### src/agc_pkg.sv
`default_nettype none

package agc_pkg;

    ////////////////////////////////////////////////////////////////////
    // Stream and register widths
    ////////////////////////////////////////////////////////////////////
    localparam int NSAMP = 4;                   // Samples per clock

    typedef logic signed [11:0] sample_t;       // Raw input sample
    typedef logic signed [4:0]  code_t;         // Saturated output code
    typedef logic        [16:0] scale_t;        // Gain, 12 fraction bits
    typedef logic signed [15:0] offset_t;       // Offset in input units
    typedef logic        [23:0] sqsum_t;        // Window sum of squared codes
    typedef logic        [9:0]  count_t;        // Window sign counts

    localparam code_t CODE_MAX = 5'sd15;
    localparam code_t CODE_MIN = -5'sd16;

    localparam int SCALE_FRAC_BITS = 12;
    localparam int WINDOW_BITS     = 6;         // 64 clocks, 256 codes

    ////////////////////////////////////////////////////////////////////
    // Loop constants
    ////////////////////////////////////////////////////////////////////
    localparam scale_t  START_SCALE  = 17'd1500;
    localparam offset_t START_OFFSET = 16'sd0;
    localparam scale_t  SCALE_DELTA  = 17'd30;
    localparam offset_t OFFSET_DELTA = 16'sd25;
    localparam scale_t  SCALE_FLOOR  = 17'd300;
    localparam scale_t  SCALE_CEIL   = 17'd130000;
    localparam sqsum_t  TARGET_MS    = 24'd16;  // Target mean square of the codes
    localparam sqsum_t  MS_ERR       = 24'd0;
    localparam count_t  OFFSET_ERR   = 10'd5;   // Allowed gt/lt imbalance
    localparam int      BOOT_CYCLES  = 32;

    typedef enum logic [2:0] {
        BOOT,
        CLEAR,
        WAIT,
        CALC,
        APPLY
    } loop_state_t;

    // Snapshot of the last window and the gain in use
    typedef struct packed {
        logic    status;
        sqsum_t  sqsum;
        count_t  gt_count;
        count_t  lt_count;
        scale_t  scale;
        offset_t offset;
    } agc_info_t;

    typedef struct packed {
        logic        cyc;
        logic        stb;
        logic        we;
        logic [7:0]  adr;
        logic [31:0] dat;
    } wb_req_t;

endpackage

`default_nettype wire

### src/agc_reg_port.sv
`timescale 1ns/1ps
`default_nettype none

module agc_reg_port (
    input  logic                aclk,
    input  logic                wb_rst_i,
    input  agc_pkg::wb_req_t    wb_req_i,
    input  agc_pkg::agc_info_t  info_i,
    output logic                wb_ack_o,
    output logic [31:0]         wb_dat_o
);

    typedef enum logic [1:0] {
        IDLE,
        READ,
        ACK
    } port_state_t;

    port_state_t state;

    assign wb_ack_o = (state == ACK);

    always_ff @(posedge aclk) begin
        if (wb_rst_i)
            state <= IDLE;
        else begin
            case (state)
                IDLE:    if (wb_req_i.cyc && wb_req_i.stb) state <= READ;
                READ:    state <= ACK;          // Writes pass through here too
                ACK:     state <= IDLE;
                default: state <= IDLE;
            endcase
        end
    end

    // Snapshot word select, writes leave the data alone
    always_ff @(posedge aclk) begin
        if (state == READ && !wb_req_i.we) begin
            case (wb_req_i.adr[5:2])
                4'd0:    wb_dat_o <= {31'b0, info_i.status};
                4'd1:    wb_dat_o <= 32'(info_i.sqsum);
                4'd2:    wb_dat_o <= 32'(info_i.gt_count);
                4'd3:    wb_dat_o <= 32'(info_i.lt_count);
                4'd4:    wb_dat_o <= 32'(info_i.scale);
                4'd5:    wb_dat_o <= {{16{info_i.offset[15]}}, info_i.offset};
                default: wb_dat_o <= '0;
            endcase
        end
    end

endmodule

`default_nettype wire

### config.mk
export PLATFORM = sky130hd
export DESIGN_NAME = agc_reg_port
export DESIGN_NICKNAME = d
export VERILOG_FILES = /design/src/agc_pkg.sv /design/src/agc_reg_port.sv
export SDC_FILE = /design/constraint.sdc
export NUM_CORES = 1
export LEC_CHECK = 0
export ABC_CLOCK_PERIOD_IN_PS = 3500
export BUFFER_PORTS_ARGS = -buffer_cell sky130_fd_sc_hd__buf_2
export CORE_ASPECT_RATIO = 0.7
export CORE_MARGIN = 1
export CORE_UTILIZATION = 35
export CTS_CLUSTER_DIAMETER = 40
export DETAILED_ROUTE_END_ITERATION = 8
export PLACE_DENSITY = 0.79
export SLEW_MARGIN = 20
export SYNTH_ARGS = -nofsm -noshare
export SYNTH_HDL_FRONTEND = slang
export SYNTH_SLANG_ARGS = --single-unit
export TNS_END_PERCENT = 30
### constraint.sdc
create_clock -name aclk -period 3.5 [get_ports aclk]
set_clock_uncertainty 0.15 [all_clocks]
set_input_delay 0.35 -clock aclk [delete_from_list [all_inputs] [get_ports aclk]]
set_output_delay 0.35 -clock aclk [all_outputs]
set_load 0.02 [all_outputs]
==> flow_metrics.tcl <==
set metrics [dict create \
    worstRegToRegCells 2 \
    status "complete, no violations" \
    p_int_w 0.0005062 \
    cts_max_level 1 \
    die_h_um 58.35 \
    synth_most_common_cell "nand2_1" \
    grt_pass1_vias 1314 \
    powerDensity_nw_per_um2 302.7 \
    grt_overflow 0 \
    async_reset_ff_share_pct 0 \
    critPathSlowestCell "nor4b_4" \
    cp.required_ns 3.46 \
    cts_max_path_buffers 2 \
    wl_um 3786 \
    antenna_found_initial 0 \
    drv_slew 0 \
    via_per_inst 4.820 \
    clkPwrFrac_pct 26.3 \
    initial_core_util_pct 36.47 \
    tns_ns 0 \
    num_rows 20 \
    cts_buffers 3 \
    clkLatencyLatePin_ns 0.27 \
    reg2reg_slack_ns 2.12 \
    synth_area_leaders "edfxtp_1 47%, mux2i_1 15%, nand2_1 6.9%, buf_4 4.3%, nor4b_4 3.0%" \
    hold_ws_ns 0.09422 \
    via_count 1446 \
    r2r-end "wb_dat_o[16]$_DFFE_PP_" \
    ir_drop_mv 0.1634 \
    start_kind "input port" \
    yosys.area.top_type "edfxtp_1" \
    p_sw_share_pct 24.23 \
    maxCapViolCount 0 \
    insertedDiodeCount 0 \
    path_max_fanout 25 \
    startpoint "wb_req_i[34]" \
    total_power_w 0.0006680 \
    p_sw_w 0.0001618 \
    path_cells "buf_2 -> nor4b_4 -> nand2_1 -> o21ai_1" \
    syn_to_final_growth_pct 39.01 \
    finalNetCount 369 \
    fp.coreArea_um2 4354 \
    worstHoldEndpoint "state[1]$_SDFFE_PP0P_" \
    cts_resized 0 \
    worstPathArrival_ns 1.84 \
    grtUsageTotal_pct 15.56 \
    min_from "wb_rst_i" \
    post-route-period-util_pct 53.47 \
    multi_input_area_um2 694.4 \
    combPwrFrac_pct 19.5 \
    drtPass1Iterations 4 \
    rsz0062_at_grt "false" \
    slew_headroom_pct 50.72 \
    initialDrtViolationCount 45 \
    ys_seq_area_share_pct 49.80 \
    die_w_um 82.50 \
    synth_cells 136 \
    grt_pass1_wl_um 5644 \
    max_freq_mhz 534.3 \
    root_buffer "clkbuf_8" \
    place_congestion 0.6806 \
    synth_top_area_share_pct 47.28 \
    pin_count 156 \
    path_delay_family "simple AND/OR/NAND/NOR gates" \
    drive_above_1_share_pct 54.69 \
    ant_nets 0 \
    dpl.hpwl_um 2916 \
    ys_types 27 \
    hold_path_depth 2 \
    hold_buffers 0 \
    wl_per_cell_um 12.62 \
    netlist_area_um2 1588 \
    clkSlewWorstSetupHoldPaths_ns 0.09 \
    finalSetupViolCount 0 \
    yosysWarnings 0 \
    port_buffers 119 \
    dr_wl_met3_um 228 \
    area.sequential_um2 790.8 \
    leakage_nw 1.026 \
    fillers 438 \
    syn-num-nets 259 \
    route.detailed.drc 0 \
    finalHoldViolCount 0 \
    synth.avg_cell_area_um2 11.67 \
    die-area_um2 4814 \
    hold_path_class "in2reg" \
    r2r_start "state[0]$_SDFFE_PP0P_" \
    worst-path-buf-inv 1 \
    grt_max_degree 26 \
    slowest_delay_ns 0.73 \
    pwr-share-seq_pct 54.2 \
    wl_met2_um 1778 \
    wl_met1_um 1718 \
    finalCriticalPeriod_ns 1.872 \
    cts_tree "done" \
    postCtsSetupBuffers 0 \
    worst_pin_slew_ns 0.7361 \
    top_layer_used "met4" \
    path_class "in2reg" \
    synthTopCellsByCount "29 x nand2_1, 25 x edfxtp_1, 24 x mux2i_1, 9 x buf_4, 7 x o21ai_1" \
    end_kind "flop" \
    dominantRegCellSynth "edfxtp_1" \
    synth_edf_count 25 \
    synth-seq-cells 27 \
    cts.sinks 27 \
]
-- logic make-up (layout without fill, tap and decap cells) --
logic type / count (synthesis) / after routing / synth area share (%)
multiplexers: 26 / 26 / 16.55
buffers and inverters: 16 / 125 / 6.776
flip-flops: 27 / 27 / 49.80
AO/OA/AOI/OAI: 20 / 20 / 9.928
AND/OR/NAND/NOR: 47 / 47 / 16.94
-- registers in the layout, summed over array words and instances, names as in the netlist --
signal / cells
wb_dat_o: 25
state: 2
-- worst max path at each step --
stage | to | cells past startpoint
6_report | wb_dat_o[12]$_DFFE_PP_ | 4
5_1_grt | wb_dat_o[15]$_DFFE_PP_ | 4
4_1_cts | wb_dat_o[12]$_DFFE_PP_ | 4
3_5_place_dp | wb_dat_o[12]$_DFFE_PP_ | 4
3_3_place_gp | wb_dat_o[14]$_DFFE_PP_ | 4
2_1_floorplan | wb_dat_o[0]$_DFFE_PP_ | 1
-- layout by cell type (no fill, tap or decap), types with 2 or more instances in the layout --
cell type,instances
a211o_1,2
buf_2,119
clkbuf_8,3
dfxtp_1,2
edfxtp_1,25
mux2_2,2
mux2i_1,24
nand2_1,29
nand3_1,3
nand3b_1,4
nor3b_1,2
nor4b_4,2
o211ai_1,2
o21ai_1,7
o221ai_1,4
o221ai_2,2
-- power by group through the flow --
stage | sequential [W] | combinational [W] | clock [W]
5_1_grt | 0.000363 | 0.000144 | 0.000190
3_3_place_gp | 0.000369 | 0.000129 | 0
6_report | 0.000362 | 0.000130 | 0.000175
2_1_floorplan | 0.000378 | 0.0000632 | 0
3_5_place_dp | 0.000370 | 0.000132 | 0
4_1_cts | 0.000362 | 0.000132 | 0.000179
-- routing by layer --
metal / up-vias / global-route usage (%)
met4: 0 / 4.926
met2: 72 / 28.34
met1: 646 / 18.46
met5: - / 0
met3: 6 / 3.101
li1: 722 / -
-- layout make-up --
class / instances / area share, %
inverter: 1 / 0.1701
multi-input combinational: 93 / 31.46
clock buffer: 3 / 1.871
tap: 55 / 3.118
timing repair buffer: 120 / 27.32
sequential: 27 / 35.83
clock inverter: 1 / 0.2268
-- through the flow --
step	worst slack, ns	instance area [um^2]	util (%)	cells
after global routing	1.469	2207	50.69	300
final	1.628	2207	50.69	300
after CTS	1.572	2207	50.69	300
after global placement	1.359	2161	49.63	296
after detailed placement	1.310	2161	49.63	296
after floorplan	0.6743	1588	-	136
No activity file was read; power rests on OpenSTA's default activity.
