$ cat config.mk
export PLATFORM = sky130hd
export DESIGN_NAME = agc_stats
export DESIGN_NICKNAME = d
export VERILOG_FILES = /design/src/agc_pkg.sv /design/src/agc_stats.sv
export SDC_FILE = /design/constraint.sdc
export NUM_CORES = 1
export LEC_CHECK = 0
export ABC_AREA = 1
export CELL_PAD_IN_SITES_DETAIL_PLACEMENT = 0
export CELL_PAD_IN_SITES_GLOBAL_PLACEMENT = 1
export CORE_ASPECT_RATIO = 1.4
export CORE_MARGIN = 4
export CORE_UTILIZATION = 35
export CTS_CLUSTER_SIZE = 16
export DETAILED_ROUTE_END_ITERATION = 10
export DONT_BUFFER_PORTS = 1
export PLACE_DENSITY = 0.71
export REMOVE_ABC_BUFFERS = 1
export SLEW_MARGIN = 20
export SYNTH_ARGS = -nofsm -noshare
export SYNTH_HDL_FRONTEND = slang
export SYNTH_SLANG_ARGS = --single-unit
$ cat constraint.sdc
create_clock -name aclk -period 23.6 [get_ports aclk]
set_input_delay 2.36 -clock aclk [delete_from_list [all_inputs] [get_ports aclk]]
set_output_delay 2.36 -clock aclk [all_outputs]
set_load 0.01 [all_outputs]
$ cat src/agc_pkg.sv
`default_nettype none

package agc_pkg;

    ////////////////////////////////////////////////////////////////////
    // Stream and register widths
    ////////////////////////////////////////////////////////////////////
    localparam int NSAMP = 4;                   // Samples per clock

    typedef logic signed [11:0] sample_t;       // Raw input sample
    typedef logic signed [4:0]  code_t;         // Saturated output code
    typedef logic        [16:0] scale_t;        // Gain, 12 fraction bits
    typedef logic signed [15:0] offset_t;       // Offset in input units
    typedef logic        [23:0] sqsum_t;        // Window sum of squared codes
    typedef logic        [9:0]  count_t;        // Window sign counts

    localparam code_t CODE_MAX = 5'sd15;
    localparam code_t CODE_MIN = -5'sd16;

    localparam int SCALE_FRAC_BITS = 12;
    localparam int WINDOW_BITS     = 6;         // 64 clocks, 256 codes

    ////////////////////////////////////////////////////////////////////
    // Loop constants
    ////////////////////////////////////////////////////////////////////
    localparam scale_t  START_SCALE  = 17'd1500;
    localparam offset_t START_OFFSET = 16'sd0;
    localparam scale_t  SCALE_DELTA  = 17'd30;
    localparam offset_t OFFSET_DELTA = 16'sd25;
    localparam scale_t  SCALE_FLOOR  = 17'd300;
    localparam scale_t  SCALE_CEIL   = 17'd130000;
    localparam sqsum_t  TARGET_MS    = 24'd16;  // Target mean square of the codes
    localparam sqsum_t  MS_ERR       = 24'd0;
    localparam count_t  OFFSET_ERR   = 10'd5;   // Allowed gt/lt imbalance
    localparam int      BOOT_CYCLES  = 32;

    typedef enum logic [2:0] {
        BOOT,
        CLEAR,
        WAIT,
        CALC,
        APPLY
    } loop_state_t;

    // Snapshot of the last window and the gain in use
    typedef struct packed {
        logic    status;
        sqsum_t  sqsum;
        count_t  gt_count;
        count_t  lt_count;
        scale_t  scale;
        offset_t offset;
    } agc_info_t;

    typedef struct packed {
        logic        cyc;
        logic        stb;
        logic        we;
        logic [7:0]  adr;
        logic [31:0] dat;
    } wb_req_t;

endpackage

`default_nettype wire

$ cat src/agc_stats.sv
`timescale 1ns/1ps
`default_nettype none

module agc_stats (
    input  logic                                    aclk,
    input  logic                                    wb_rst_i,
    input  logic                                    clear_i,
    input  agc_pkg::code_t [agc_pkg::NSAMP-1:0]     code_i,
    output logic                                    done_o,
    output agc_pkg::sqsum_t                         sqsum_o,
    output agc_pkg::count_t                         gt_o,
    output agc_pkg::count_t                         lt_o
);

    logic [agc_pkg::WINDOW_BITS-1:0] win_cnt;   // Clocks into the window

    logic signed [9:0] sq;
    logic [11:0]       lane_sq;                 // Four squares, at most 1024
    logic [2:0]        lane_gt;
    logic [2:0]        lane_lt;

    // Per-clock totals over the four lanes
    always_comb begin
        lane_sq = '0;
        lane_gt = '0;
        lane_lt = '0;
        sq      = '0;
        for (int i = 0; i < agc_pkg::NSAMP; i++) begin
            sq      = $signed(code_i[i]) * $signed(code_i[i]);
            lane_sq = lane_sq + 12'(sq);
            if (code_i[i][4])
                lane_lt = lane_lt + 3'd1;
            else if (|code_i[i])
                lane_gt = lane_gt + 3'd1;       // Zero counts as neither
        end
    end

    //////////////////////////////////////////////////////////////////////
    // Window accumulation
    //////////////////////////////////////////////////////////////////////
    always_ff @(posedge aclk) begin
        if (wb_rst_i || clear_i) begin
            win_cnt <= '0;
            done_o  <= 1'b0;
            sqsum_o <= '0;
            gt_o    <= '0;
            lt_o    <= '0;
        end else if (!done_o) begin
            sqsum_o <= sqsum_o + agc_pkg::sqsum_t'(lane_sq);
            gt_o    <= gt_o + agc_pkg::count_t'(lane_gt);
            lt_o    <= lt_o + agc_pkg::count_t'(lane_lt);
            win_cnt <= win_cnt + 1'b1;
            if (&win_cnt)
                done_o <= 1'b1;                 // Results frozen until next clear
        end
    end

endmodule

`default_nettype wire

==> metrics.md <==
| Metric | Value |
|---|---|
| Pre-CTS setup slack | 13790 ps |
| Fillers | 2346 |
| CTS max path bufs | 2 |
| Port bufs | 0 |
| Vias | 6137 |
| Crit-path max cell delay | 570 ps |
| Die ar. | 25000 sq um |
| Initial core utilization | 35.8% |
| Placed insts | 1345 |
| Crit Path Class | in -> reg |
| CP arrival | 9640 ps |
| Die W | 135 um |
| Post-Syn Area | 7890 sq um |
| CP endpoint | sqsum_o[15] |
| CP max stage cell | fa_1 |
| Status | finished clean |
| 1st-iter DRT viols | 212 |
| Sequential area share after synthesis | 12.9% |
| CTS sink count | 51 |
| Met2 wire len | 9530 um |
| Drt pass-1 iters | 4 |
| Register area | 1020 sq um |
| DR WL met3 | 475 um |
| Fin. max-slew vios | 0 |
| Die Y-Extent | 186 um |
| # IOs | 68 |
| WL per Instance | 12.9 um |
| Setup TNS | 0 ps |
| Highest routed layer | met4 |
| Flops & latches, synth | 51 |
| Synthesized area per cell | 7.43 sq um |
| Post-Route M1 WL | 7290 um |
| Clock Latency Late Sink | 290 ps |
| Max-cap violation count | 0 |
| # hold bufs at CTS | 0 |
| Fin. Hold Viols | 0 |
| Synth top area cells | fa_1 26%, ha_1 14%, dfxtp_1 13% |
| Worst Path Buf+Inv | 6 |
| Share of the synthesized area in the top cell type | 26.4% |
| CTS tree | done |
| ANT cells | 0 |
| Crit. End Element | flop |
| Area delta synth->final | 5.76% |
| Worst hold path type | reg -> reg |
| Cell family with most CP delay | adder cells |
| ANT nets after route | 0 |
| Clock Skews | 10.9 ps |
| Worst R2R Start | done_o |
| Crit path depth | 35 |
| Final setup viols | 0 |
| Row cnt | 64 |
| Top cell type by total area after synthesis | fa_1 |
| Final global-route overflow total | 0 |
| Global-route wire length before repair | 29800 um |
| Final Cycle Share | 40.0% |
| Critical Path Source Type | primary input |
| Largest net degree at the start of global routing | 51 |
| Worst setup path startpoint | code_i[15] |
| Avg Vias per Cell | 4.54 |
| Resized cells post-CTS | 0 |
| R2R Setup Slk | 21560 ps |
| Multi-input gate area | 5840 sq um |
| Share of layout cells above drive strength 1 | 3.88% |
| Layout Cells excl Fill | 1353 |
| RSZ-0062 raised after global routing | no |
| Clk pin slew, worst setup/hold paths | 70 ps |
| DRC | 0 |
| Total CTS buffers | 5 |
| Gate Count Post-Synth | 1062 |
| R2R depth | 7 |
| Synth cell types | 40 |
| Least-Margin Pin Slew | 960 ps |
| Routed wire length | 17500 um |
| Fin worst setup slack | 14150 ps |
| Postcts setup bufs | 0 |
| Fin nets | 1268 |
| Root buffer cell | clkbuf_16 |
| WP data required | 23790 ps |
| Maximum fanout along the worst path | 7 |
| Core area | 22000 sq um |
| Yosys Warn Count | 0 |
| Relative slew slack | 35.6% |
| Worst r2r dst | win_cnt[5] |
| Vias in the first global route | 6255 |
| Initial antenna violation count | 0 |
| Final min period | 9450 ps |
| CTS H-tree depth | 2 |
| HPWL Detailed | 15200 um |
| Overall Global Routing Usage | 14.5% |
| Gpl congestion | 0.809 |
| Max Freq | 106 MHz |
-- cell type report --
type                    instances  area share, %
flip-flops and latches         51           12.2
inverters                     252           11.3
clock inverters                 2          0.165
multi-input cells             743           70.0
repair buffers                  2          0.180
clock buffers                   6           1.66
well taps                     297           4.45
-- state kept, by name (all words and copies together), names as in the netlist --
name     cells
done_o       1
gt_o        10
lt_o        10
sqsum_o     24
win_cnt      6
-- layer usage --
layer	vias up	GRT usage, %
met5	-	0
met4	0	3.10
met3	8	1.41
met2	59	28.2
met1	2875	17.0
li1	3195	-
-- through the flow --
step | hold WS, ps | area (sq um) | utilization [%]
6_report | 467 | 8340 | 37.9
5_1_grt | 508 | 8340 | 37.9
4_1_cts | 473 | 8340 | 37.9
3_5_place_dp | 462 | 8190 | 37.2
3_3_place_gp | 457 | 8190 | 37.2
2_1_floorplan | 441 | 7800 | -
-- cell usage after synthesis (all sizes together) --
cell and count:
nand3 56, nand4 12, nand3b 3, o211ai 1, ha 86, fa 104
and2 2, mux2 1, o21a 2, a21boi 1, a31oi 3, or2 7
dfxtp 51, and3 1, inv 252, nand2 229, a21o 1, xor2 28
xnor2 15, a21oi 56, clkbuf 2, nor3 16, nor2 98, buf 14
o21bai 2, o21ai 19
-- kinds of logic after synthesis --
logic type | Yosys count | share of synthesized area, %
flip-flops | 51 | 12.9
buffers and inverters | 268 | 13.1
multiplexers | 1 | 0.143
AO/OA/AOI/OAI | 85 | 5.76
AND/OR/NAND/NOR | 424 | 23.2
XOR/XNOR | 43 | 4.87
adder cells (fa/ha/maj) | 190 | 40.0
-- tightest hold or removal path, cell delays in order (launching register included) --
cell	delay, ps
dfxtp_1	310
inv_1	60
a21oi_1	50
-- worst min path at each step --
stage                     from         end  slack (ps)  cells past startpoint
floorplan           win_cnt[5]  win_cnt[5]         440                      2
global placement    win_cnt[5]  win_cnt[5]         460                      2
detailed placement  win_cnt[5]  win_cnt[5]         460                      2
CTS                 win_cnt[5]  win_cnt[5]         470                      2
global route        win_cnt[5]      done_o         510                      2
finish              win_cnt[5]  win_cnt[5]         470                      2
-- cells in the final DEF (no fill, tap or decap), types with 2 or more instances in the layout --
cell type and count:
and2_1 2, o21ai_0 18, xnor2_1 14, dfxtp_1 51, ha_1 86, a21oi_2 2
fa_1 104, nand2_1 220, nor2_2 2, nand3_1 50, xor2_1 28, nor2_1 95
nand4_1 12, nor3_2 2, o21a_1 2, or2_2 6, nand3b_1 3, inv_1 250
nand2_2 9, o21bai_1 2, buf_4 2, a21oi_1 54, nand3_2 5, clkbuf_16 5
a31oi_1 3, nor3_1 14
Power is left out: the tool's default activity adds up to more than one toggle a clock period on the data nets, which glitch-free logic cannot reach.
