<file path="config.mk">
export PLATFORM = sky130hd
export DESIGN_NAME = agc_loop_ctrl
export DESIGN_NICKNAME = d
export VERILOG_FILES = /design/src/agc_pkg.sv /design/src/agc_loop_ctrl.sv
export SDC_FILE = /design/constraint.sdc
export NUM_CORES = 1
export LEC_CHECK = 0
export ABC_AREA = 1
export CAP_MARGIN = 20
export CORE_MARGIN = 2
export CORE_UTILIZATION = 42
export CTS_CLUSTER_SIZE = 25
export DETAILED_ROUTE_END_ITERATION = 8
export DONT_BUFFER_PORTS = 1
export GPL_TIMING_DRIVEN = 0
export SLEW_MARGIN = 25
export SYNTH_ARGS = -nofsm -noshare
export SYNTH_HDL_FRONTEND = slang
export SYNTH_SLANG_ARGS = --single-unit
</file>
<file path="constraint.sdc">
create_clock -name aclk -period 4.25 [get_ports aclk]
set_clock_uncertainty 0.15 [all_clocks]
set_input_delay 0.425 -clock aclk [delete_from_list [all_inputs] [get_ports aclk]]
set_output_delay 0.425 -clock aclk [all_outputs]
set_load 0.01 [all_outputs]
</file>
<file path="src/agc_pkg.sv">
`default_nettype none

package agc_pkg;

    ////////////////////////////////////////////////////////////////////
    // Stream and register widths
    ////////////////////////////////////////////////////////////////////
    localparam int NSAMP = 4;                   // Samples per clock

    typedef logic signed [11:0] sample_t;       // Raw input sample
    typedef logic signed [4:0]  code_t;         // Saturated output code
    typedef logic        [16:0] scale_t;        // Gain, 12 fraction bits
    typedef logic signed [15:0] offset_t;       // Offset in input units
    typedef logic        [23:0] sqsum_t;        // Window sum of squared codes
    typedef logic        [9:0]  count_t;        // Window sign counts

    localparam code_t CODE_MAX = 5'sd15;
    localparam code_t CODE_MIN = -5'sd16;

    localparam int SCALE_FRAC_BITS = 12;
    localparam int WINDOW_BITS     = 6;         // 64 clocks, 256 codes

    ////////////////////////////////////////////////////////////////////
    // Loop constants
    ////////////////////////////////////////////////////////////////////
    localparam scale_t  START_SCALE  = 17'd1500;
    localparam offset_t START_OFFSET = 16'sd0;
    localparam scale_t  SCALE_DELTA  = 17'd30;
    localparam offset_t OFFSET_DELTA = 16'sd25;
    localparam scale_t  SCALE_FLOOR  = 17'd300;
    localparam scale_t  SCALE_CEIL   = 17'd130000;
    localparam sqsum_t  TARGET_MS    = 24'd16;  // Target mean square of the codes
    localparam sqsum_t  MS_ERR       = 24'd0;
    localparam count_t  OFFSET_ERR   = 10'd5;   // Allowed gt/lt imbalance
    localparam int      BOOT_CYCLES  = 32;

    typedef enum logic [2:0] {
        BOOT,
        CLEAR,
        WAIT,
        CALC,
        APPLY
    } loop_state_t;

    // Snapshot of the last window and the gain in use
    typedef struct packed {
        logic    status;
        sqsum_t  sqsum;
        count_t  gt_count;
        count_t  lt_count;
        scale_t  scale;
        offset_t offset;
    } agc_info_t;

    typedef struct packed {
        logic        cyc;
        logic        stb;
        logic        we;
        logic [7:0]  adr;
        logic [31:0] dat;
    } wb_req_t;

endpackage

`default_nettype wire

</file>
<file path="src/agc_loop_ctrl.sv">
`timescale 1ns/1ps
`default_nettype none

module agc_loop_ctrl (
    input  logic                aclk,
    input  logic                wb_rst_i,
    input  logic                agc_reset_i,
    input  logic                stats_done_i,
    input  agc_pkg::sqsum_t     sqsum_i,
    input  agc_pkg::count_t     gt_i,
    input  agc_pkg::count_t     lt_i,
    output logic                stats_clear_o,
    output logic                apply_o,
    output agc_pkg::scale_t     scale_o,
    output agc_pkg::offset_t    offset_o,
    output agc_pkg::agc_info_t  info_o
);

    agc_pkg::loop_state_t state;
    logic [$clog2(agc_pkg::BOOT_CYCLES)-1:0] boot_cnt;

    agc_pkg::sqsum_t  mean_sq;
    agc_pkg::scale_t  scale_nxt;
    agc_pkg::offset_t offset_nxt;

    // 256 codes per window
    assign mean_sq = info_o.sqsum >> (agc_pkg::WINDOW_BITS + 2);

    //////////////////////////////////////////////////////////////////////
    // Step rules, fixed deltas
    //////////////////////////////////////////////////////////////////////
    always_comb begin
        scale_nxt  = scale_o;
        offset_nxt = offset_o;
        if (mean_sq > agc_pkg::TARGET_MS + agc_pkg::MS_ERR) begin
            if (scale_o > agc_pkg::SCALE_FLOOR)
                scale_nxt = scale_o - agc_pkg::SCALE_DELTA;
        end else if (mean_sq < agc_pkg::TARGET_MS - agc_pkg::MS_ERR) begin
            if (scale_o < agc_pkg::SCALE_CEIL)
                scale_nxt = scale_o + agc_pkg::SCALE_DELTA;
        end
        // Pull the codes back towards zero mean
        if (info_o.gt_count > info_o.lt_count + agc_pkg::OFFSET_ERR)
            offset_nxt = offset_o - agc_pkg::OFFSET_DELTA;
        else if (info_o.lt_count > info_o.gt_count + agc_pkg::OFFSET_ERR)
            offset_nxt = offset_o + agc_pkg::OFFSET_DELTA;
    end

    //////////////////////////////////////////////////////////////////////
    // Loop FSM
    //////////////////////////////////////////////////////////////////////
    always_ff @(posedge aclk) begin
        if (wb_rst_i || agc_reset_i) begin
            state         <= agc_pkg::BOOT;
            boot_cnt      <= '0;
            scale_o       <= agc_pkg::START_SCALE;
            offset_o      <= agc_pkg::START_OFFSET;
            apply_o       <= ~wb_rst_i;         // Loop restart reloads the gain
            stats_clear_o <= ~wb_rst_i;
            info_o        <= '{status:   1'b0,
                              sqsum:    '0,
                              gt_count: '0,
                              lt_count: '0,
                              scale:    agc_pkg::START_SCALE,
                              offset:   agc_pkg::START_OFFSET};
        end else begin
            apply_o       <= 1'b0;
            stats_clear_o <= 1'b0;
            info_o.status <= stats_done_i;
            case (state)
                agc_pkg::BOOT: begin
                    if (boot_cnt == $bits(boot_cnt)'(agc_pkg::BOOT_CYCLES - 1)) begin
                        state   <= agc_pkg::APPLY;
                        apply_o <= 1'b1;        // Start values
                    end else begin
                        boot_cnt <= boot_cnt + 1'b1;
                    end
                end
                agc_pkg::CLEAR: state <= agc_pkg::WAIT;     // Clear pulse is out
                agc_pkg::WAIT: begin
                    if (stats_done_i) begin
                        info_o.sqsum    <= sqsum_i;
                        info_o.gt_count <= gt_i;
                        info_o.lt_count <= lt_i;
                        state           <= agc_pkg::CALC;
                    end
                end
                agc_pkg::CALC: begin
                    scale_o  <= scale_nxt;
                    offset_o <= offset_nxt;
                    apply_o  <= 1'b1;
                    state    <= agc_pkg::APPLY;
                end
                agc_pkg::APPLY: begin
                    info_o.scale  <= scale_o;   // Gain loads these this cycle
                    info_o.offset <= offset_o;
                    stats_clear_o <= 1'b1;
                    state         <= agc_pkg::CLEAR;
                end
                default: state <= agc_pkg::BOOT;
            endcase
        end
    end

endmodule

`default_nettype wire

</file>
==> run metrics, run 1 <==
Critical R2R Capture offset_o[15]$_SDFFE_PP0P_; Hold Slack around 17 ps; vias in the first global route about 6000; layout cells sized above 1 under 10%; Worst Reg-to-Reg Cells 25; post-synthesis register bit count ~120; Placeable Area roughly 16000 µm²; placed cell area ~7000 µm²; Die Ht between 100 and 150 µm; Post-DRT Antenna Nets 0; ranking of synthesized cells by area dfxtp_1 (35%), ha_1 (9.5%), nand2_1 (9.0%), a21oi_1 (8.4%), o21ai_0 (7.5%); leakage 3.461 nW; total of max-cap violations 0; number of flops mapped to enable cells by yosys 0; Final Max Slew Viols 0; FF-to-FF setup slack 350 ps; total number of vias 6087; distinct cell type count after synthesis 42; ANT cells 0; share of the synthesized area in the top cell type around 35%; synthesized area between 6000 and 7000 µm²; IO Port Bufs 0; WHS Path Cells 2; status complete, no violations; Synth Flop Type dfxtp_1; die span in x ~130 µm; fin area a little under 8000 µm²; Via density about 5.1; Rel. slew slack between 50% and 60%; Hold Crit Class in2reg; total gr overflow 0; DRC viols 0; Power Dens Cells ~340 nW/µm²; site row count 46; full die area 17030 µm²; # setup viols final 0; Max rail drop VDD around 0.29 mV; clk sinks around 120; Setup crit end kind flop; first-pass GRT wire length 30280 µm; Finished Core Util between 40% and 50%; worst slew pin tran 619.3 ps; Power, Total 2.647 mW; Starting Density 42.63%; CTS H-tree lvls 4; drt pass-1 iters 4; CTS tree done; Clk Latency, worst-skew pair 420 ps; yosys warns 0; post-synthesis sequential area ratio a little over a third; nets roughly 1100; antenna violations before repair 0; CTS Buf Count 17; fin crit share 91.66%; Crit Path Class reg2reg; Placer Congestion ~0.86; post-route minimum period 3895 ps; Root Driver clkbuf_16; IO Pins between 150 and 200; DR WL/cell between 15 and 20 µm; Area growth, synth to finish 14.63%; Crit path required time approximately 4400 ps; hpwl dp roughly 14000 µm; fmax between 200 and 300 MHz; critical path data arrival time approximately 4100 ps; GRT Util Overall between 20% and 30%; RSZ-0062 raised after global routing false; FFs w/ async S/R, synth 0%; largest net degree at the start of global routing 17; Worst Hold Endpoint stats_clear_o$_DFF_P_; Mean Syn Cell Area just over 7 µm²; Critical Path Fanout Max 7; R2R Path Start info_o[34]$_SDFFE_PP0P_; cell taking the most area after synthesis dfxtp_1; Syn Inst Count about 940; Clk pin slew, worst setup/hold paths approximately 50 ps; CTS Buffer Depth 2; Worst setup SP type flop; routed wire length 18810 µm; min-delay src agc_reset_i; Fin. Hold Viols 0; First DRT Iteration DRCs 265
[logic make-up (layout without fill, tap and decap cells)]
kind of cell    count (synthesis)  after routing  synth area share [%]
compound gates                240            240                 18.95
simple gates                  342            342                 21.83
buf+inv                       155            190                 9.213
fa+ha+maj                      53             53                 10.09
xor+xnor                       34             34                 4.430
other cells                     1              2               0.05578
flops                         119            119                 35.44
[layer usage]
metal	track usage, %	share of wire (%)	vias to the layer above
met1	28.99	45	2804
met3	6.026	6.0	29
met4	9.262	2.2	0
li1	-	-	3130
met5	0	0	-
met2	37.29	47	124
[synth_stat cells, drive strengths merged, types with 6 or more instances]
master	count
o21ai	103
buf	11
nand4	7
a21oi	114
o211ai	6
clkbuf	22
a21o	8
xor2	31
nor2	105
nand3	45
nand2	168
dfxtp	119
inv	122
nor3	8
ha	51
o21bai	7
[report_power, final]
part | total [mW] | internal, mW | switching, mW
clock | 1.48 | 0.963 | 0.521
sequential | 1.12 | 1.12 | 0.00237
combinational | 0.0429 | 0.0122 | 0.0307
[layout by cell type (no fill, tap or decap), drive strengths merged]
cell type,instances
clkinv,4
ha,51
and2,1
o21ai,103
or2,3
a21oi,114
xnor2,3
o21bai,7
fa,2
dfxtp,119
nand4,7
clkinvlp,1
clkbuf,45
dlygate4sd3,2
bufinv,3
nor4,1
buf,13
o211ai,6
a21o,8
nor2,105
nand2,168
nand3,45
xor2,31
conb,2
nand3b,3
nor3,8
nor3b,1
inv,122
a31oi,2
[layout make-up]
type | instances | area [µm²]
fill | 1665 | 8064
sequential | 119 | 2392
clock inverter | 8 | 121.4
buffer | 33 | 158.9
clock buffer | 23 | 478.0
timing repair buffer | 4 | 47.55
multi-input combinational | 671 | 3777
tap | 216 | 270.3
inverter | 122 | 460.4
[stage by stage]
stage / setup WS [ps] / instances / TNS (ps)
2_1_floorplan: 317.8 / 945 / 0
3_3_place_gp: -575.4 / 1161 / -4244
3_5_place_dp: -596.1 / 1161 / -4280
4_1_cts: 40.67 / 1195 / 0
5_1_grt: 21.13 / 1196 / 0
6_report: 354.5 / 1196 / 0
[state kept, by name (all words and copies together) (netlist names)]
name,cells
info_o,77
offset_o,16
scale_o,16
boot_cnt,5
state,3
apply_o,1
stats_clear_o,1
[timing repair]
action / CTS / global route
gates resized for setup: 3 / 16
endpoints found under the hold margin: 3 / 0
pin swaps: 1 / 2
setup endpoints to repair: 13 / 11
setup buffers: 1 / 1
hold buffers: 2 / 0
gates cloned: 0 / 0
[how the worst max path moves through the flow]
| stage | startpoint | endpoint | slack, ps | depth (start not counted) |
|---|---|---|---|---|
| global placement | info_o[34]$_SDFFE_PP0P_ | offset_o[15]$_SDFFE_PP0P_ | -580 | 24 |
| detailed placement | info_o[34]$_SDFFE_PP0P_ | offset_o[15]$_SDFFE_PP0P_ | -600 | 24 |
| global route | info_o[34]$_SDFFE_PP0P_ | offset_o[15]$_SDFFE_PP0P_ | 20 | 28 |
| finish | info_o[34]$_SDFFE_PP0P_ | offset_o[15]$_SDFFE_PP0P_ | 350 | 25 |
| CTS | info_o[34]$_SDFFE_PP0P_ | offset_o[15]$_SDFFE_PP0P_ | 40 | 25 |
| floorplan | info_o[34]$_SDFFE_PP0P_ | offset_o[15]$_SDFFE_PP0P_ | 320 | 24 |
[worst max-delay path, stage by stage (launching register included)]
cell and delay [ps]:
dfxtp_4 400, ha_2 200, o21ai_1 100, nor3_2 240
nand2_1 120, xor2_1 160, ha_1 290, nand2_2 90
inv_1 40, a21oi_1 230, nand2_1 100, nor2_2 130
nor2_4 90, buf_12 150, ha_1 380, nand2_1 100
inv_1 70, nand2_1 80, nor3_2 150, a21oi_1 90
nand2_1 70, nand2_1 80, nor2_4 110, nand2_1 60
nand2_1 60, nor2_1 40
(Power assumes the default switching activity.)
==> run 2: changes to the inputs <==
- ABC_AREA: 1 -> 0
- HOLD_SLACK_MARGIN: not set -> 0.05
==> run 2 against run 1 <==
Effect of this change: total power is 5.7% higher; hold slack better by 200 ps; fmax is 9.6% lower; largest power group unchanged; global-route usage is 0.22 points higher; non-clock buffer count is 66 higher; clock power is 9% higher; synthesized area is 5.6% lower; combinational power is 66% higher; die area is 5.4% lower; the run now ends with setup timing left; routed wire length is 1.7% higher; sequential share of layout area is 1.4 points lower; critical endpoint is now offset_o[10]$_SDFFE_PP0P_; critical path type unchanged; via count is 0.56% higher.
==> run metrics, run 2 <==
total gr overflow 0; Starting Density between 40% and 50%; setup slack after layout -60.95 ps; Setup crit end kind flop; Worst Hold Endpoint scale_o[3]$_SDFFE_PP1P_; Post-DRT Antenna Nets 0; Multi-input gate area 3978 µm²; biggest regs info_o: 77 flops, offset_o: 16 flops, scale_o: 16 flops; crit path max-delay cell type or4_1; GRT Util Overall between 20% and 30%; RSZ-0062 raised after global routing true; DR WL/cell around 18 µm; ANT cells 0; GR Layer Usage met1 26.05%; number of flops mapped to enable cells by yosys 0; synthesized area 6346 µm²; pre-CTS setup slack -687.1 ps; setup TNS -90.99 ps; failing checks setup timing; Syn Inst Count about 800; Die Ht approximately 130 µm; Critical Path Max Stage Delay approximately 410 ps; Most flops, register info_o; R2R Path Start info_o[36]$_SDFFE_PP0P_; CTS tree done; post-synthesis register bit count around 120; yosys warns 0; nets between 900 and 1000; ranking of synthesized cells by area dfxtp_1 (38%), nand2_1 (11%), ha_1 (10%), a21oi_1 (8.0%), nor2_1 (3.5%); drt pass-1 iters 5; largest net degree at the start of global routing 17; # setup viols final 2; cell taking the most area after synthesis dfxtp_1; cell count along the critical path 19; IO Port Bufs 0; CTS Buffer Depth 2; worst slew pin tran 865.7 ps; Mean Syn Cell Area roughly 8.0 µm²; Clk Latency, worst-skew pair 420 ps; Buf/Inv on CP 2; die span in x ~130 µm; CP Cell Sequence and3_4, and3_4, o21ai_0, xor2_1, ha_1, nand4_1, nor3_2, buf_4, a32o_2, clkinv_4, ha_4, nor2b_2, o21a_1, o21ai_2, a211oi_2, o21a_1, or4_1, o21ai_2, nor3_2; first-pass GRT wire length 29740 µm; share of the synthesized area in the top cell type a little under two fifths; GR peak layer met2; Via density 5.678; Area growth, synth to finish 27.58%; total of max-cap violations 0; status complete, but fails checks; routed wire length ~19000 µm; fmax 232.0 MHz; post-route minimum period around 4300 ps; Rel. slew slack 42.07%; Worst setup SP type flop; Power Dens Cells around 350 nW/µm²; fin crit share 101.4%; Post-synth top cells nand2_1 (178), dfxtp_1 (119), a21oi_1 (102); antenna violations before repair 0; hpwl dp 13390 µm; leakage 3.087 nW; vias in the first global route 6099; Placer Congestion approximately 0.87; Max rail drop VDD just over 0.3 mV; WHS Path Cells 2; site row count 44; total number of vias roughly 6000; M2 GR Usage 40.83%; full die area between 15000 and 20000 µm²; CTS H-tree lvls 4; Largest register FFs 77; CTS Buf Count 17; IO Pins between 150 and 200; CP delay by family, top simple AND/OR/NAND/NOR gates; Crit path required time around 4400 ps; critical path data arrival time 4440 ps; Synth Flop Type dfxtp_1; distinct cell type count after synthesis 57; layout cells sized above 1 between 10% and 20%; min-delay src wb_rst_i; GR Layer Usage met3 under 10%; Crit Path Class reg2reg; Placeable Area between 10000 and 15000 µm²; FF-to-FF setup slack -60 ps; Critical Path Fanout Max 7; Critical R2R Capture offset_o[10]$_SDFFE_PP0P_; most common cell in the netlist nand2_1; First DRT Iteration DRCs 330; Root Driver clkbuf_16; Fin. Hold Viols 0; most frequent cells in the layout nand2_1 (177), dfxtp_1 (113), a21oi_1 (99), nor2_1 (59), dlygate4sd3_1 (48); Clk pin slew, worst setup/hold paths about 60 ps; filler instances about 1300; Worst Reg-to-Reg Cells 19; storage element area between 2000 and 2500 µm²; commonest non-fill, non-tap cell in the layout nand2_1; Final Max Slew Viols 0; DRC viols 0; Hold Crit Class in2reg; clk sinks 119; FFs w/ async S/R, synth 0%; post-synthesis sequential area ratio between 30% and 40%
==> run 2: cell count changes after synthesis, sizes merged, moves of 11 or more <==
| cell | previous run | this run |
|---|---|---|
| mux2i | 0 | 11 |
| nand3 | 45 | 18 |
| inv | 122 | 16 |
| o21ai | 103 | 25 |
| nor3 | 8 | 19 |
| nor2 | 105 | 59 |
==> run 2: cell type report <==
| type | count | share of cell area, % |
|---|---|---|
| clock inverters | 14 | 2.828 |
| multi-input cells | 624 | 49.13 |
| clock buffers | 18 | 5.301 |
| well taps | 184 | 2.843 |
| flip-flops and latches | 119 | 29.61 |
| plain buffers | 40 | 2.071 |
| inverters | 16 | 0.8499 |
| repair buffers | 63 | 7.371 |
==> run 2: worst max path at each step <==
stage,start,end
after global routing,info_o[36]$_SDFFE_PP0P_,offset_o[15]$_SDFFE_PP0P_
after CTS,info_o[36]$_SDFFE_PP0P_,offset_o[15]$_SDFFE_PP0P_
after floorplan,info_o[36]$_SDFFE_PP0P_,offset_o[10]$_SDFFE_PP0P_
after detailed placement,info_o[36]$_SDFFE_PP0P_,offset_o[12]$_SDFFE_PP0P_
final,info_o[36]$_SDFFE_PP0P_,offset_o[10]$_SDFFE_PP0P_
after global placement,info_o[36]$_SDFFE_PP0P_,offset_o[10]$_SDFFE_PP0P_
==> run 2: stage by stage <==
stage	cell area, µm²	power, mW	hold slack, ps	std cells	utilization (%)
3_3_place_gp	6580	1.177	336.7	983	44.93
6_report	8097	2.798	218.4	1078	55.29
3_5_place_dp	6586	1.178	345.3	983	44.98
4_1_cts	7830	2.820	208.2	1067	53.47
2_1_floorplan	6350	1.166	317.2	799	-
5_1_grt	8097	2.873	214.2	1078	55.29
==> run 2: repair_timing <==
item / CTS / global route
hold buffers: 48 / 0
gates resized for setup: 27 / 39
endpoints found under the hold margin: 48 / 0
endpoints found under the setup margin: 13 / 10
pin swaps: 6 / 19
setup buffers: 4 / 11
==> run 2: metal layers <==
metal / vias up / part of all wire [%]
met3: 46 / 5.8
met1: 2908 / 40
met5: - / 0
met4: 0 / 2.8
li1: 2953 / -
met2: 214 / 51
==> run 2: worst register-to-register path, delay by kind of cell (launching register included) <==
kind / cells / cell delay (ps)
AND/OR/NAND/NOR: 7 / 1450
adder cells (fa/ha/maj): 2 / 580
XOR/XNOR: 1 / 160
flip-flops: 1 / 400
buffers and inverters: 2 / 290
AO/OA/AOI/OAI: 7 / 1140
==> run 2: kinds of logic (layout without fill, tap and decap cells) <==
kind of cell | Yosys count | after routing | synth area share, %
compound gates | 188 | 188 | 17.88
xor+xnor | 34 | 34 | 4.692
fa+ha+maj | 53 | 53 | 10.69
buf+inv | 56 | 151 | 3.588
flops | 119 | 119 | 37.54
mux | 11 | 11 | 1.735
other cells | 1 | 2 | 0.05909
simple gates | 336 | 336 | 23.82
==> run 2: where the power goes <==
part	switching (mW)	total [mW]	internal, mW	leakage (nW)
logic	0.0348	0.0714	0.0366	1.80
clock network	0.514	1.61	1.09	0.320
registers	0.00270	1.12	1.12	0.964
